`config.mk`:
```
export PLATFORM = sky130hd
export DESIGN_NAME = rename_core
export DESIGN_NICKNAME = d
export VERILOG_FILES = /design/src/verilog/rename_pkg.sv /design/src/verilog/free_list.sv /design/src/verilog/inst_decoder.sv /design/src/verilog/map_table.sv /design/src/verilog/rename_core.sv /design/src/verilog/reorder_buffer.sv
export SDC_FILE = /design/constraint.sdc
export NUM_CORES = 1
export LEC_CHECK = 0
export BUFFER_PORTS_ARGS = -buffer_cell sky130_fd_sc_hd__buf_2
export CORE_AREA = 8 8 267 269
export DETAILED_ROUTE_END_ITERATION = 10
export DIE_AREA = 0 0 275 277
export GPL_TIMING_DRIVEN = 1
export PLACE_DENSITY_LB_ADDON = 0.15
export SETUP_SLACK_MARGIN = 0.05
export SLEW_MARGIN = 20
export SYNTH_ARGS = -nofsm -noshare
export SYNTH_HDL_FRONTEND = slang
export SYNTH_SLANG_ARGS = --single-unit
```
`constraint.sdc`:
```
create_clock -name clock -period 5.3 [get_ports clock]
set_clock_uncertainty 0.1 [all_clocks]
set_input_delay 0.53 -clock clock [delete_from_list [all_inputs] [get_ports clock]]
set_output_delay 0.53 -clock clock [all_outputs]
set_load 0.005 [all_outputs]
```
`src/verilog/rename_pkg.sv`:
```
// sizes, index widths, opcodes and the two views of an instruction word
package rename_pkg;

  ////////////////////////////////////////////////////////////
  // machine sizes
  ////////////////////////////////////////////////////////////

  // architectural and physical register counts
  localparam int arch_regs = 32;
  localparam int phys_regs = 64;
  // tags not mapped at reset start out free
  localparam int free_regs = phys_regs - arch_regs;
  localparam int rob_depth = 8;

  // index widths
  localparam int arch_idx_w = 5;
  localparam int phys_idx_w = 6;
  localparam int rob_idx_w  = 3;
  // free-list pointer width, 32 slots
  localparam int fl_idx_w   = 5;

  // r31 reads as zero, never renamed
  localparam logic [arch_idx_w-1:0] zero_reg = 5'd31;

  ////////////////////////////////////////////////////////////
  // opcodes
  ////////////////////////////////////////////////////////////

  localparam int opcode_w = 6;

  // integer operate groups
  localparam logic [opcode_w-1:0] op_inta = 6'h10;
  localparam logic [opcode_w-1:0] op_intl = 6'h11;
  localparam logic [opcode_w-1:0] op_ints = 6'h12;
  localparam logic [opcode_w-1:0] op_intm = 6'h13;
  // quadword load and store
  localparam logic [opcode_w-1:0] op_ldq  = 6'h29;
  localparam logic [opcode_w-1:0] op_stq  = 6'h2D;

  ////////////////////////////////////////////////////////////
  // instruction formats
  ////////////////////////////////////////////////////////////

  // operate format, rb replaced by a literal when lit is set
  typedef struct packed {
    logic [opcode_w-1:0]   opcode;
    logic [arch_idx_w-1:0] ra;
    logic [arch_idx_w-1:0] rb;
    logic [2:0]            unused;
    logic                  lit;
    logic [6:0]            func;
    logic [arch_idx_w-1:0] rc;
  } operate_fmt_t;

  // memory format, loads write ra
  typedef struct packed {
    logic [opcode_w-1:0]   opcode;
    logic [arch_idx_w-1:0] ra;
    logic [arch_idx_w-1:0] rb;
    logic [15:0]           disp;
  } memory_fmt_t;

  // one 32-bit word, opcode sits in the same bits in both views
  typedef union packed {
    operate_fmt_t operate;
    memory_fmt_t  memory;
  } inst_word_t;

endpackage

```
`src/verilog/free_list.sv`:
```
// free list: circular queue of free physical tags
module free_list
  import rename_pkg::*;
(
  input  logic                  clock,
  input  logic                  reset,
  input  logic                  pop,
  input  logic                  push,
  input  logic [phys_idx_w-1:0] push_tag,
  output logic [phys_idx_w-1:0] head_tag
);

  logic [phys_idx_w-1:0] slots [free_regs];
  logic [fl_idx_w-1:0]   head;
  logic [fl_idx_w-1:0]   tail;
  // one bit wider so 32 fits
  logic [fl_idx_w:0]     count;

  always_ff @(posedge clock) begin
    if (reset) begin
      // tags 32..63 in ascending order
      for (int i = 0; i < free_regs; i++) begin
        slots[i] <= phys_idx_w'(arch_regs + i);
      end
      head  <= '0;
      // full queue, so tail wraps onto head
      tail  <= '0;
      count <= (fl_idx_w + 1)'(free_regs);
    end else begin
      if (pop) begin
        head <= head + 1'b1;
      end
      // freed tags join at the tail
      if (push) begin
        slots[tail] <= push_tag;
        tail        <= tail + 1'b1;
      end
      case ({pop, push})
        2'b10:   count <= count - 1'b1;
        2'b01:   count <= count + 1'b1;
        default: count <= count;
      endcase
    end
  end

  // next tag handed out at dispatch
  assign head_tag = slots[head];

  ////////////////////////////////////////////////////////////
  // occupancy checks
  ////////////////////////////////////////////////////////////

  // 8 ROB entries against 32 tags, dispatch never finds it empty
  a_no_pop_empty: assert property (
    @(posedge clock) disable iff (reset) pop |-> (count != '0)
  );

  // a returned tag always has a slot waiting
  a_no_push_full: assert property (
    @(posedge clock) disable iff (reset) push |-> (count < free_regs)
  );

endmodule

```
`src/verilog/inst_decoder.sv`:
```
// instruction decoder: destination, two sources, use flags and write flag
module inst_decoder
  import rename_pkg::*;
(
  input  inst_word_t            inst_word,
  output logic [arch_idx_w-1:0] dest,
  output logic [arch_idx_w-1:0] src1,
  output logic [arch_idx_w-1:0] src2,
  output logic                  src1_used,
  output logic                  src2_used,
  output logic                  writes
);

  logic [opcode_w-1:0] opcode;
  logic                is_operate;
  logic                is_load;
  logic                is_store;

  // opcode field is common to both views
  assign opcode = inst_word.operate.opcode;

  assign is_operate = (opcode == op_inta) || (opcode == op_intl) ||
                      (opcode == op_ints) || (opcode == op_intm);
  assign is_load    = (opcode == op_ldq);
  assign is_store   = (opcode == op_stq);

  // anything unused falls back to r31
  always_comb begin
    dest = zero_reg;
    src1 = zero_reg;
    src2 = zero_reg;
    if (is_operate) begin
      dest = inst_word.operate.rc;
      src1 = inst_word.operate.ra;
      // literal takes the place of rb
      if (!inst_word.operate.lit) begin
        src2 = inst_word.operate.rb;
      end
    end else if (is_load) begin
      dest = inst_word.memory.ra;
      src1 = inst_word.memory.rb;
    end else if (is_store) begin
      // base in rb, store data in ra
      src1 = inst_word.memory.rb;
      src2 = inst_word.memory.ra;
    end
  end

  // r31 as target or operand means nothing to rename or wait on
  assign writes    = (dest != zero_reg);
  assign src1_used = (src1 != zero_reg);
  assign src2_used = (src2 != zero_reg);

endmodule

```
`src/verilog/map_table.sv`:
```
// map table: arch-to-phys tags, ready bits, rename and CDB wakeup
module map_table
  import rename_pkg::*;
(
  input  logic                  clock,
  input  logic                  reset,
  input  logic                  rename_en,
  input  logic [arch_idx_w-1:0] dest,
  input  logic [arch_idx_w-1:0] src1,
  input  logic [arch_idx_w-1:0] src2,
  input  logic                  src1_used,
  input  logic                  src2_used,
  input  logic [phys_idx_w-1:0] new_tag,
  input  logic                  cdb_valid,
  input  logic [phys_idx_w-1:0] cdb_tag,
  output logic [phys_idx_w-1:0] t1,
  output logic                  t1_ready,
  output logic [phys_idx_w-1:0] t2,
  output logic                  t2_ready,
  output logic [phys_idx_w-1:0] t_old
);

  logic [phys_idx_w-1:0] tag_q [arch_regs];
  logic [arch_regs-1:0]  ready_q;
  logic                  cdb_hit1;
  logic                  cdb_hit2;

  ////////////////////////////////////////////////////////////
  // table update
  ////////////////////////////////////////////////////////////

  always_ff @(posedge clock) begin
    if (reset) begin
      // identity map, everything ready
      for (int r = 0; r < arch_regs; r++) begin
        tag_q[r] <= phys_idx_w'(r);
      end
      ready_q <= '1;
    end else begin
      // wakeup, every entry holding the broadcast tag
      if (cdb_valid) begin
        for (int r = 0; r < arch_regs; r++) begin
          if (tag_q[r] == cdb_tag) begin
            ready_q[r] <= 1'b1;
          end
        end
      end
      // new mapping is not ready until its producer completes
      if (rename_en) begin
        tag_q[dest]   <= new_tag;
        ready_q[dest] <= 1'b0;
      end
    end
  end

  ////////////////////////////////////////////////////////////
  // source lookup
  ////////////////////////////////////////////////////////////

  // same-cycle bypass from the CDB
  assign cdb_hit1 = cdb_valid && (tag_q[src1] == cdb_tag);
  assign cdb_hit2 = cdb_valid && (tag_q[src2] == cdb_tag);

  // unused source reports its own index, ready
  assign t1       = src1_used ? tag_q[src1] : phys_idx_w'(src1);
  assign t1_ready = !src1_used || ready_q[src1] || cdb_hit1;
  assign t2       = src2_used ? tag_q[src2] : phys_idx_w'(src2);
  assign t2_ready = !src2_used || ready_q[src2] || cdb_hit2;

  // mapping being replaced, freed at retire
  assign t_old = tag_q[dest];

  // r31 keeps its identity mapping for good
  a_zero_never_renamed: assert property (
    @(posedge clock) disable iff (reset) rename_en |-> (dest != zero_reg)
  );

endmodule

```
`src/verilog/rename_core.sv`:
```
// rename core top: decoder, map table, free list and reorder buffer
module rename_core
  import rename_pkg::*;
(
  input  logic                  clock,
  input  logic                  reset,
  input  logic                  inst_valid,
  input  inst_word_t            inst_word,
  input  logic                  complete_valid,
  input  logic [rob_idx_w-1:0]  complete_rob_idx,
  output logic                  dispatch_ready,
  output logic [rob_idx_w-1:0]  dispatch_rob_idx,
  output logic                  dispatch_writes,
  output logic [phys_idx_w-1:0] dispatch_t_new,
  output logic [phys_idx_w-1:0] dispatch_t_old,
  output logic [phys_idx_w-1:0] dispatch_t1,
  output logic                  dispatch_t1_ready,
  output logic [phys_idx_w-1:0] dispatch_t2,
  output logic                  dispatch_t2_ready,
  output logic                  retire_valid,
  output logic [arch_idx_w-1:0] retire_arch_reg,
  output logic [phys_idx_w-1:0] retire_t_new,
  output logic [phys_idx_w-1:0] retire_t_old
);

  // decoded fields
  logic [arch_idx_w-1:0] dest;
  logic [arch_idx_w-1:0] src1;
  logic [arch_idx_w-1:0] src2;
  logic                  src1_used;
  logic                  src2_used;

  // dispatch control
  logic                  rob_full;
  logic                  dispatch;
  logic                  rename_en;

  // CDB and retire wiring
  logic                  cdb_valid;
  logic [phys_idx_w-1:0] cdb_tag;
  logic                  retire_writes;
  logic                  free_push;

  // taken only while the ROB has room
  assign dispatch_ready = !rob_full;
  assign dispatch       = inst_valid && dispatch_ready;
  // non-writers keep their mapping and their free tag
  assign rename_en      = dispatch && dispatch_writes;
  assign free_push      = retire_valid && retire_writes;

  inst_decoder u_inst_decoder (
    .inst_word (inst_word),
    .dest      (dest),
    .src1      (src1),
    .src2      (src2),
    .src1_used (src1_used),
    .src2_used (src2_used),
    .writes    (dispatch_writes)
  );

  map_table u_map_table (
    .clock     (clock),
    .reset     (reset),
    .rename_en (rename_en),
    .dest      (dest),
    .src1      (src1),
    .src2      (src2),
    .src1_used (src1_used),
    .src2_used (src2_used),
    .new_tag   (dispatch_t_new),
    .cdb_valid (cdb_valid),
    .cdb_tag   (cdb_tag),
    .t1        (dispatch_t1),
    .t1_ready  (dispatch_t1_ready),
    .t2        (dispatch_t2),
    .t2_ready  (dispatch_t2_ready),
    .t_old     (dispatch_t_old)
  );

  // old mapping goes back once its overwriter retires
  free_list u_free_list (
    .clock    (clock),
    .reset    (reset),
    .pop      (rename_en),
    .push     (free_push),
    .push_tag (retire_t_old),
    .head_tag (dispatch_t_new)
  );

  reorder_buffer u_reorder_buffer (
    .clock            (clock),
    .reset            (reset),
    .alloc            (dispatch),
    .alloc_writes     (dispatch_writes),
    .alloc_arch       (dest),
    .alloc_t_new      (dispatch_t_new),
    .alloc_t_old      (dispatch_t_old),
    .complete_valid   (complete_valid),
    .complete_rob_idx (complete_rob_idx),
    .full             (rob_full),
    .alloc_idx        (dispatch_rob_idx),
    .cdb_valid        (cdb_valid),
    .cdb_tag          (cdb_tag),
    .retire_valid     (retire_valid),
    .retire_writes    (retire_writes),
    .retire_arch_reg  (retire_arch_reg),
    .retire_t_new     (retire_t_new),
    .retire_t_old     (retire_t_old)
  );

endmodule

```
`src/verilog/reorder_buffer.sv`:
```
// reorder buffer: in-order queue, completion marks, CDB and retirement
module reorder_buffer
  import rename_pkg::*;
(
  input  logic                  clock,
  input  logic                  reset,
  input  logic                  alloc,
  input  logic                  alloc_writes,
  input  logic [arch_idx_w-1:0] alloc_arch,
  input  logic [phys_idx_w-1:0] alloc_t_new,
  input  logic [phys_idx_w-1:0] alloc_t_old,
  input  logic                  complete_valid,
  input  logic [rob_idx_w-1:0]  complete_rob_idx,
  output logic                  full,
  output logic [rob_idx_w-1:0]  alloc_idx,
  output logic                  cdb_valid,
  output logic [phys_idx_w-1:0] cdb_tag,
  output logic                  retire_valid,
  output logic                  retire_writes,
  output logic [arch_idx_w-1:0] retire_arch_reg,
  output logic [phys_idx_w-1:0] retire_t_new,
  output logic [phys_idx_w-1:0] retire_t_old
);

  // per-entry state
  logic [rob_depth-1:0]  valid_q;
  logic [rob_depth-1:0]  complete_q;
  logic [rob_depth-1:0]  writes_q;
  logic [arch_idx_w-1:0] arch_q  [rob_depth];
  logic [phys_idx_w-1:0] t_new_q [rob_depth];
  logic [phys_idx_w-1:0] t_old_q [rob_depth];

  // queue pointers
  logic [rob_idx_w-1:0]  head;
  logic [rob_idx_w-1:0]  tail;
  logic [rob_idx_w:0]    count;

  logic                  complete_hit;
  logic                  retire_now;

  assign full      = (count == rob_depth);
  assign alloc_idx = tail;

  ////////////////////////////////////////////////////////////
  // completion and CDB
  ////////////////////////////////////////////////////////////

  // stray completions are dropped
  assign complete_hit = complete_valid && valid_q[complete_rob_idx];
  // stores and r31 targets wake nobody
  assign cdb_valid    = complete_hit && writes_q[complete_rob_idx];
  assign cdb_tag      = t_new_q[complete_rob_idx];

  // oldest entry leaves once marked
  assign retire_now = valid_q[head] && complete_q[head];

  ////////////////////////////////////////////////////////////
  // queue state
  ////////////////////////////////////////////////////////////

  always_ff @(posedge clock) begin
    if (reset) begin
      valid_q    <= '0;
      complete_q <= '0;
      head       <= '0;
      tail       <= '0;
      count      <= '0;
    end else begin
      if (complete_hit) begin
        complete_q[complete_rob_idx] <= 1'b1;
      end
      if (alloc) begin
        valid_q[tail]    <= 1'b1;
        complete_q[tail] <= 1'b0;
        tail             <= tail + 1'b1;
      end
      if (retire_now) begin
        valid_q[head] <= 1'b0;
        head          <= head + 1'b1;
      end
      // old count drives full, so both may happen together
      if (alloc && !retire_now) begin
        count <= count + 1'b1;
      end else if (!alloc && retire_now) begin
        count <= count - 1'b1;
      end
    end
  end

  // entry payload
  always_ff @(posedge clock) begin
    if (alloc) begin
      writes_q[tail] <= alloc_writes;
      arch_q[tail]   <= alloc_arch;
      t_new_q[tail]  <= alloc_t_new;
      t_old_q[tail]  <= alloc_t_old;
    end
  end

  ////////////////////////////////////////////////////////////
  // retire register
  ////////////////////////////////////////////////////////////

  // one-cycle strobe after the retire edge
  always_ff @(posedge clock) begin
    if (reset) begin
      retire_valid <= 1'b0;
    end else begin
      retire_valid <= retire_now;
    end
  end

  always_ff @(posedge clock) begin
    if (retire_now) begin
      retire_writes   <= writes_q[head];
      retire_arch_reg <= arch_q[head];
      retire_t_new    <= t_new_q[head];
      retire_t_old    <= t_old_q[head];
    end
  end

  // execution only completes what was dispatched and not yet retired
  a_complete_occupied: assert property (
    @(posedge clock) disable iff (reset) complete_valid |-> valid_q[complete_rob_idx]
  );

endmodule
```
==> summary.txt, run 1 <==
Synth
  – FF+latch count, synth: 619
  – YS warnings: 0
  – Most used DFF post-synth: edfxtp_1
  – Synth unique cells: 77
  – Post-Syn Area per Cell: 11.4 um2
  – EDFF count, synth: 546
  – Ys async rst share: 0
  – Synthesized instance count: 2910
  – Post-synthesis sequential area ratio: 0.537
  – Syn Std Cell Area: 0.0333 mm2

Floorplanning
  – Die Y: 277 um
  – Core area: 0.0668 mm2
  – Initial core utilization: 0.498
  – DIE AREA: 0.0762 mm2
  – Standard-cell rows: 95
  – I/O pin total: 88
  – DIE WIDTH: 275 um

CTS
  – CTS H-Tree Depth: 3
  – CTS tree: yes
  – Root Driver: clkbuf_16
  – Clock Sinks: 619
  – CTS Buf Count: 69
  – Clock Path Buffers: 3
  – Clk Latency, worst-skew pair: 0.64 ns
  – Clock-pin slew on the worst setup and hold paths: 0.06 ns

Global route
  – Pin count of the biggest net entering global routing: 76
  – Gr usage total: 0.303
  – Grt total ovfl: 0
  – First-pass GRT wire length: 172000 um
  – Initial antenna violation count: 1
  – Vias in the first global route: 25382

Power and ir drop
  – Psw: 2.85 mW
  – Logic pwr share: 0.102
  – Max IR drop VDD: 231 uV
  – Clk pwr share: 0.411
  – Reg power frac: 0.487
  – P_int: 8.51 mW
  – Switching share of power: 0.251
  – Power Dens Cells: 303 mW/mm2
  – Static leakage: 12.5 nW

STA
  – Slew @ Worst Pin: 1.08 ns
  – Fin. Hold Viols: 0
  – # setup viols final: 0
  – Unrepaired setup endpoints after global routing: false
  – Setup TNS Final: 0 ns
  – Fin crit period: 5.07 ns
  – Tcrit/Tclk final: 0.956
  – Rel. slew slack: 0.278
  – Slew Limit Fails: 0
  – Max Clk Rate: 197 MHz

Critical path
  – Data required, critical path: 4.67 ns
  – Worst Reg2Reg Path Length in Cells: 6
  – CP max FO: 11
  – Setup crit start kind: primary input
  – Critical path class: in2out
  – CP endpoint kind: output pin
  – Crit path DAT: 4.44 ns

Hold path
  – Hold Crit Class: in2reg
  – Hold Crit Depth: 4

Route
  – Met3 wire length: 9720 um
  – Drt pass-1 iters: 8
  – Top routing layer in use: met5
  – Post-route ant nets: 0
  – Vias after detailed routing: 25472
  – Avg Vias per Cell: 6.51
  – 1st-iter DRT viols: 3083
  – Post-route DRC violation count: 0
  – Drt wl/cell: 29.9 um
  – Met2 Wirelength: 55400 um
  – Metal-1 WL: 45800 um
  – Total Wirelength: 117000 um

Status
  – Status: complete, no violations

Job
  – Maxcap violations: 0

Finish
  – Final Util: 0.562
  – Biggest registers after layout: u_free_list.slots (192), u_map_table.tag_q (192)
  – Share of layout cells above drive strength 1: 0.196
  – Diode count: 0
  – Area growth from synthesis to layout: 12.9%
  – Final-layout fill cell count: 5609
  – Total Nets Final: 3036

Place
  – Placer congestion estimate: 1.02
  – Hpwl dp: 82100 um
  – Port bufs: 77
## stage by stage
stage / cell area (um2) / power [mW] / hold WS [ns] / setup slack (ns) / cells
final: 37600 / 11.4 / 0.353 / 0.234 / 3912
after global placement: 35300 / 6.75 / 0.367 / 0.180 / 3785
after global routing: 37600 / 11.7 / 0.348 / 0.118 / 3912
after detailed placement: 35300 / 6.78 / 0.379 / 0.165 / 3785
after floorplan: 33300 / 6.30 / 0.353 / 1.27 / 2914
after CTS: 37500 / 11.4 / 0.307 / 0.148 / 3909
## worst max-delay path: stages
cell and delay, ns:
buf_2 0.10, nand3b_1 0.44, nor3_1 0.78, nor2_4 0.23, buf_4 0.26, nand2_1 0.07
nand3_1 0.07, a31o_2 0.32, a221oi_2 0.36, xor2_1 0.11, or4_1 0.55, o41ai_2 0.39
buf_2 0.21
## Yosys cell counts, types with 4 or more instances
master	instances	share of area
clkbuf_1	173	0.020
buf_4	5	0.0011
edfxtp_1	546	0.49
or3_1	63	0.012
nand3_1	143	0.022
dfxtp_1	73	0.044
o21ai_0	18	0.0027
o2111ai_1	6	0.0016
buf_1	32	0.0036
nor2_1	265	0.030
a31oi_1	26	0.0049
a22oi_1	41	0.0093
and2_1	39	0.0073
nor4_1	44	0.0083
buf_2	19	0.0029
and3_1	25	0.0047
o22a_1	7	0.0018
ha_1	10	0.0038
a32oi_1	10	0.0026
nor3_1	85	0.013
a221oi_1	12	0.0032
inv_1	30	0.0034
mux2i_1	73	0.022
o32ai_1	5	0.0013
a21oi_1	52	0.0078
a211oi_1	25	0.0056
mux2_2	20	0.0068
nand2b_1	41	0.0077
o31a_1	16	0.0042
o221ai_1	4	0.0011
a311oi_1	9	0.0024
a22o_1	11	0.0029
nand3b_1	4	0.00090
nand2_1	443	0.050
o211ai_1	7	0.0016
mux4_2	148	0.10
nand4_1	44	0.0083
xor2_1	138	0.036
nor2b_1	4	0.00075
xnor2_1	71	0.019
o22ai_1	21	0.0040
or2_2	50	0.0094
nor3b_1	5	0.0011
## power groups by stage
stage	Combinational (mW)	Sequential (mW)	Clock (mW)
after CTS	1.15	5.53	4.74
after detailed placement	1.14	5.64	0
after global routing	1.23	5.55	4.92
after global placement	1.12	5.63	0
after floorplan	0.719	5.58	0
final	1.16	5.54	4.67
## routing by layer
layer / GRT usage / vias up
met2: 0.493 / 1384
li1: - / 10949
met5: 0 / -
met1: 0.397 / 12823
met3: 0.0527 / 314
met4: 0.133 / 2
## cells by family (layout without fill, tap and decap cells)
logic type | after synthesis | in the layout | share of synthesized area
AND/OR/NAND/NOR | 1267 | 1267 | 0.178
multiplexers | 241 | 241 | 0.129
buffers and inverters | 262 | 387 | 0.0311
adder cells (fa/ha/maj) | 11 | 11 | 0.00436
flip-flops | 619 | 619 | 0.537
XOR/XNOR | 209 | 209 | 0.0550
AO/OA/AOI/OAI | 299 | 299 | 0.0650
other | 2 | 6 | 0.000226
## layout by cell type (no fill, tap or decap), types with 43 or more instances in the layout
cell and instances:
nand4_1 44, a21oi_1 52, dfxtp_1 69, nor3_1 79, xnor2_1 71, nand2_1 443
buf_4 141, mux4_2 148, or2_2 50, nor2_1 256, mux2i_1 67, buf_2 76
nor4_1 43, xor2_1 138, clkbuf_16 71, nand3_1 143, edfxtp_1 546, or3_1 63
## cell type report
class | instances | area (um2) | share of cell area
Clock buffer | 89 | 1870 | 0.0499
Inverter | 32 | 120 | 0.00320
Clock inverter | 35 | 313 | 0.00833
Timing Repair Buffer | 231 | 1710 | 0.0455
Tap cell | 873 | 1090 | 0.0291
Multi-Input combinational cell | 2033 | 14600 | 0.388
Sequential cell | 619 | 17900 | 0.476
## path summary, 6_finish.rpt
| kind | slack [ns] | endpoint | start |
|---|---|---|---|
| worst max register to register | 1.37 | u_map_table.tag_q[24][3] | flop |
| worst min register to register | 0.39 | u_reorder_buffer.count[3] | u_reorder_buffer.count[3] |
| worst min-delay path | 0.35 | u_reorder_buffer.complete_q[6] | complete_rob_idx[0] |
| worst max-delay path | 0.23 | dispatch_t2_ready | inst_word[27] |
## what timing repair did
item                       CTS  global route
buffers inserted             0             0
setup endpoints to repair    0             1
gates resized for setup      0             2
hold buffers                 0             0
Power figures use the tool's default switching activity.
==> inputs of run 2 (changes only) <==
--- a/config.mk
+++ b/config.mk
@@ -11,6 +11,7 @@
 export DIE_AREA = 0 0 275 277
 export GPL_TIMING_DRIVEN = 1
 export PLACE_DENSITY_LB_ADDON = 0.15
+export RECOVER_POWER = 100
 export SETUP_SLACK_MARGIN = 0.05
 export SLEW_MARGIN = 20
 export SYNTH_ARGS = -nofsm -noshare
==> summary.txt, run 2 (synthesis gave the netlist of run 1 again) <==
Finish
  – Area growth from synthesis to layout: 12.2%
  – Reg area: 0.0179 mm2 (about the same)
  – Share of layout cells above drive strength 1: 0.156 (-0.0398)
  – Final-layout fill cell count: 5680 (+1.3%)
  – Biggest registers after layout: u_free_list.slots (192), u_map_table.tag_q (192)
  – Final cell count without fillers: 3912 (unchanged)
  – Commonest non-fill, non-tap cells in the layout: 546 x edfxtp_1, 443 x nand2_1, 259 x nor2_1
  – Design area: 0.0373 mm2 (-0.59%)
  – Total Nets Final: 3036 (unchanged)
  – Commonest non-fill, non-tap cell in the layout: edfxtp_1
  – Diode count: 0 (unchanged)
  – Area taken by multi-input logic gates: 0.0145 mm2 (-0.23%)

STA
  – Hold slack: 0.353 ns (-0.000705 ns)
  – Tcrit/Tclk final: 0.960 (+0.00397)
  – Fin crit period: 5.09 ns (+0.0211 ns)
  – Unrepaired setup endpoints after global routing: false
  – # setup viols final: 0 (unchanged)
  – Slew Limit Fails: 279 (+279)
  – Slew @ Worst Pin: 4.13 ns (+3.05 ns)
  – Final WS setup: 0.213 ns (-0.0211 ns)
  – Rel. slew slack: -1.76 (-2.03)
  – Fin. Hold Viols: 0 (unchanged)
  – Setup TNS Final: 0 ns (unchanged)
  – Max Clk Rate: 197 MHz (-0.41%)

Status
  – Violated checks: capacitance limit, slew limit
  – Status: finished, violations left

Power and ir drop
  – Power Dens Cells: 304 mW/mm2 (+0.50%)
  – Max IR drop VDD: 232 uV (+0.27%)
  – Static leakage: 12.2 nW (-2.6%)

Critical path
  – CP max FO: 11 (unchanged)
  – Crit path DAT: 4.46 ns (+0.02 ns)
  – CP startpoint: inst_word[27]
  – Setup crit start kind: primary input
  – Data required, critical path: 4.67 ns (about the same)
  – CP endpoint kind: output pin
  – Critical path class: in2out
  – Setup crit end: dispatch_t2_ready
  – R2R Setup Slk: 0.65 ns (-0.72 ns)
  – Worst Reg2Reg Path Length in Cells: 6 (unchanged)
  – Worst R2R End: u_map_table.tag_q[18][4]

Route
  – Drt pass-1 iters: 8 (unchanged)
  – Post-route DRC violation count: 0 (unchanged)
  – 1st-iter DRT viols: 3069 (-0.45%)
  – Post-route ant nets: 0 (unchanged)
  – Vias after detailed routing: 25574 (+0.40%)
  – Drt wl/cell: 29.8 um (about the same)
  – Total Wirelength: 117000 um (about the same)
  – Avg Vias per Cell: 6.54 (+0.40%)

CTS
  – Root Driver: clkbuf_16
  – Clock-pin slew on the worst setup and hold paths: 0.05 ns (about the same)
  – Number of setup buffers added after CTS: 0 (unchanged)
  – Clock Path Buffers: 3 (unchanged)
  – CTS H-Tree Depth: 3 (unchanged)
  – Clk Latency, worst-skew pair: 0.64 ns (about the same)
  – Clock Sinks: 619 (unchanged)
  – Hold buffer count at cts: 0 (unchanged)
  – CTS Buf Count: 69 (unchanged)
  – CTS tree: yes

Global route
  – M3 GR Usage: 0.0527 (unchanged)
  – GR Util met1: 0.397 (unchanged)
  – Initial antenna violation count: 1 (unchanged)
  – Pin count of the biggest net entering global routing: 76 (unchanged)
  – Grt total ovfl: 0 (unchanged)
  – Grt met2 use: 0.493 (unchanged)
  – Vias in the first global route: 25382 (unchanged)
  – Gr usage total: 0.303 (unchanged)
  – First-pass GRT wire length: 172000 um (unchanged)
  – Busiest grt layer: met2

Place
  – Hpwl dp: 82100 um (unchanged)
  – Placed cell areas: 0.0353 mm2 (unchanged)
  – Port bufs: 77 (unchanged)
  – Placer congestion estimate: 1.02 (unchanged)
  – Dpl ws: 0.165 ns (unchanged)
  – Placed Cells: 3785 (unchanged)

Floorplanning
  – Standard-cell rows: 95 (unchanged)
  – Core area: 0.0668 mm2 (unchanged)
  – I/O pin total: 88 (unchanged)
  – Initial core utilization: 0.498 (unchanged)
  – DIE WIDTH: 275 um (unchanged)
  – Die Y: 277 um (unchanged)
  – DIE AREA: 0.0762 mm2 (unchanged)

Hold path
  – Hold Crit Class: in2reg

Job
  – Maxcap violations: 9 (+9)
==> run 2: layout make-up <==
cell class / instances / share of cell area
clock buffer: 89 / 0.0502
clock inverter: 35 / 0.00838
inverter: 32 / 0.00322
multi-input combinational: 2033 / 0.390
sequential: 619 / 0.478
tap: 873 / 0.0293
timing repair buffer: 231 / 0.0408
==> run 2: stage by stage <==
step / utilization / power (mW)
after global placement: 0.529 / 6.75
after CTS: 0.561 / 11.4
after floorplan: - / 6.30
after global routing: 0.559 / 11.7
after detailed placement: 0.529 / 6.78
final: 0.559 / 11.4
==> run 2: worst max-delay path, stage by stage <==
cell and delay [ns]:
buf_2 0.10, nand3b_1 0.44, nor3_1 0.77, nor2_4 0.23, clkbuf_2 0.27, nand2_1 0.11
nand3_1 0.07, a31o_2 0.32, a221oi_2 0.36, xor2_1 0.11, or4_1 0.55, o41ai_2 0.37
buf_2 0.20
==> run 2: worst min path at each step <==
stage | from | end | cells after the start
finish | complete_rob_idx[0] | u_reorder_buffer.complete_q[6] | 4
global route | complete_rob_idx[0] | u_reorder_buffer.complete_q[6] | 4
CTS | complete_rob_idx[0] | u_reorder_buffer.complete_q[6] | 4
detailed placement | u_reorder_buffer.count[3] | u_reorder_buffer.count[3] | 2
global placement | u_reorder_buffer.count[3] | u_reorder_buffer.count[3] | 2
floorplan | u_reorder_buffer.count[3] | u_reorder_buffer.count[3] | 2
==> run 2: metal layers <==
| metal | part of all wire | vias to the layer above |
|---|---|---|
| met3 | 0.083 | 316 |
| met4 | 0.053 | 2 |
| met2 | 0.47 | 1425 |
| met1 | 0.39 | 12893 |
| met5 | 0.00015 | - |
| li1 | - | 10938 |
==> run 2: what timing repair did <==
item,CTS,global route
gates resized for setup,0,2
endpoints found under the setup margin,0,1
hold endpoints to repair,0,0
==> run 2: report_power, final <==
part | switching (mW) | internal [mW] | total, mW | leakage, nW
logic | 0.743 | 0.394 | 1.14 | 5.76
registers | 0.107 | 5.43 | 5.54 | 5.35
clock network | 2.01 | 2.67 | 4.68 | 1.07
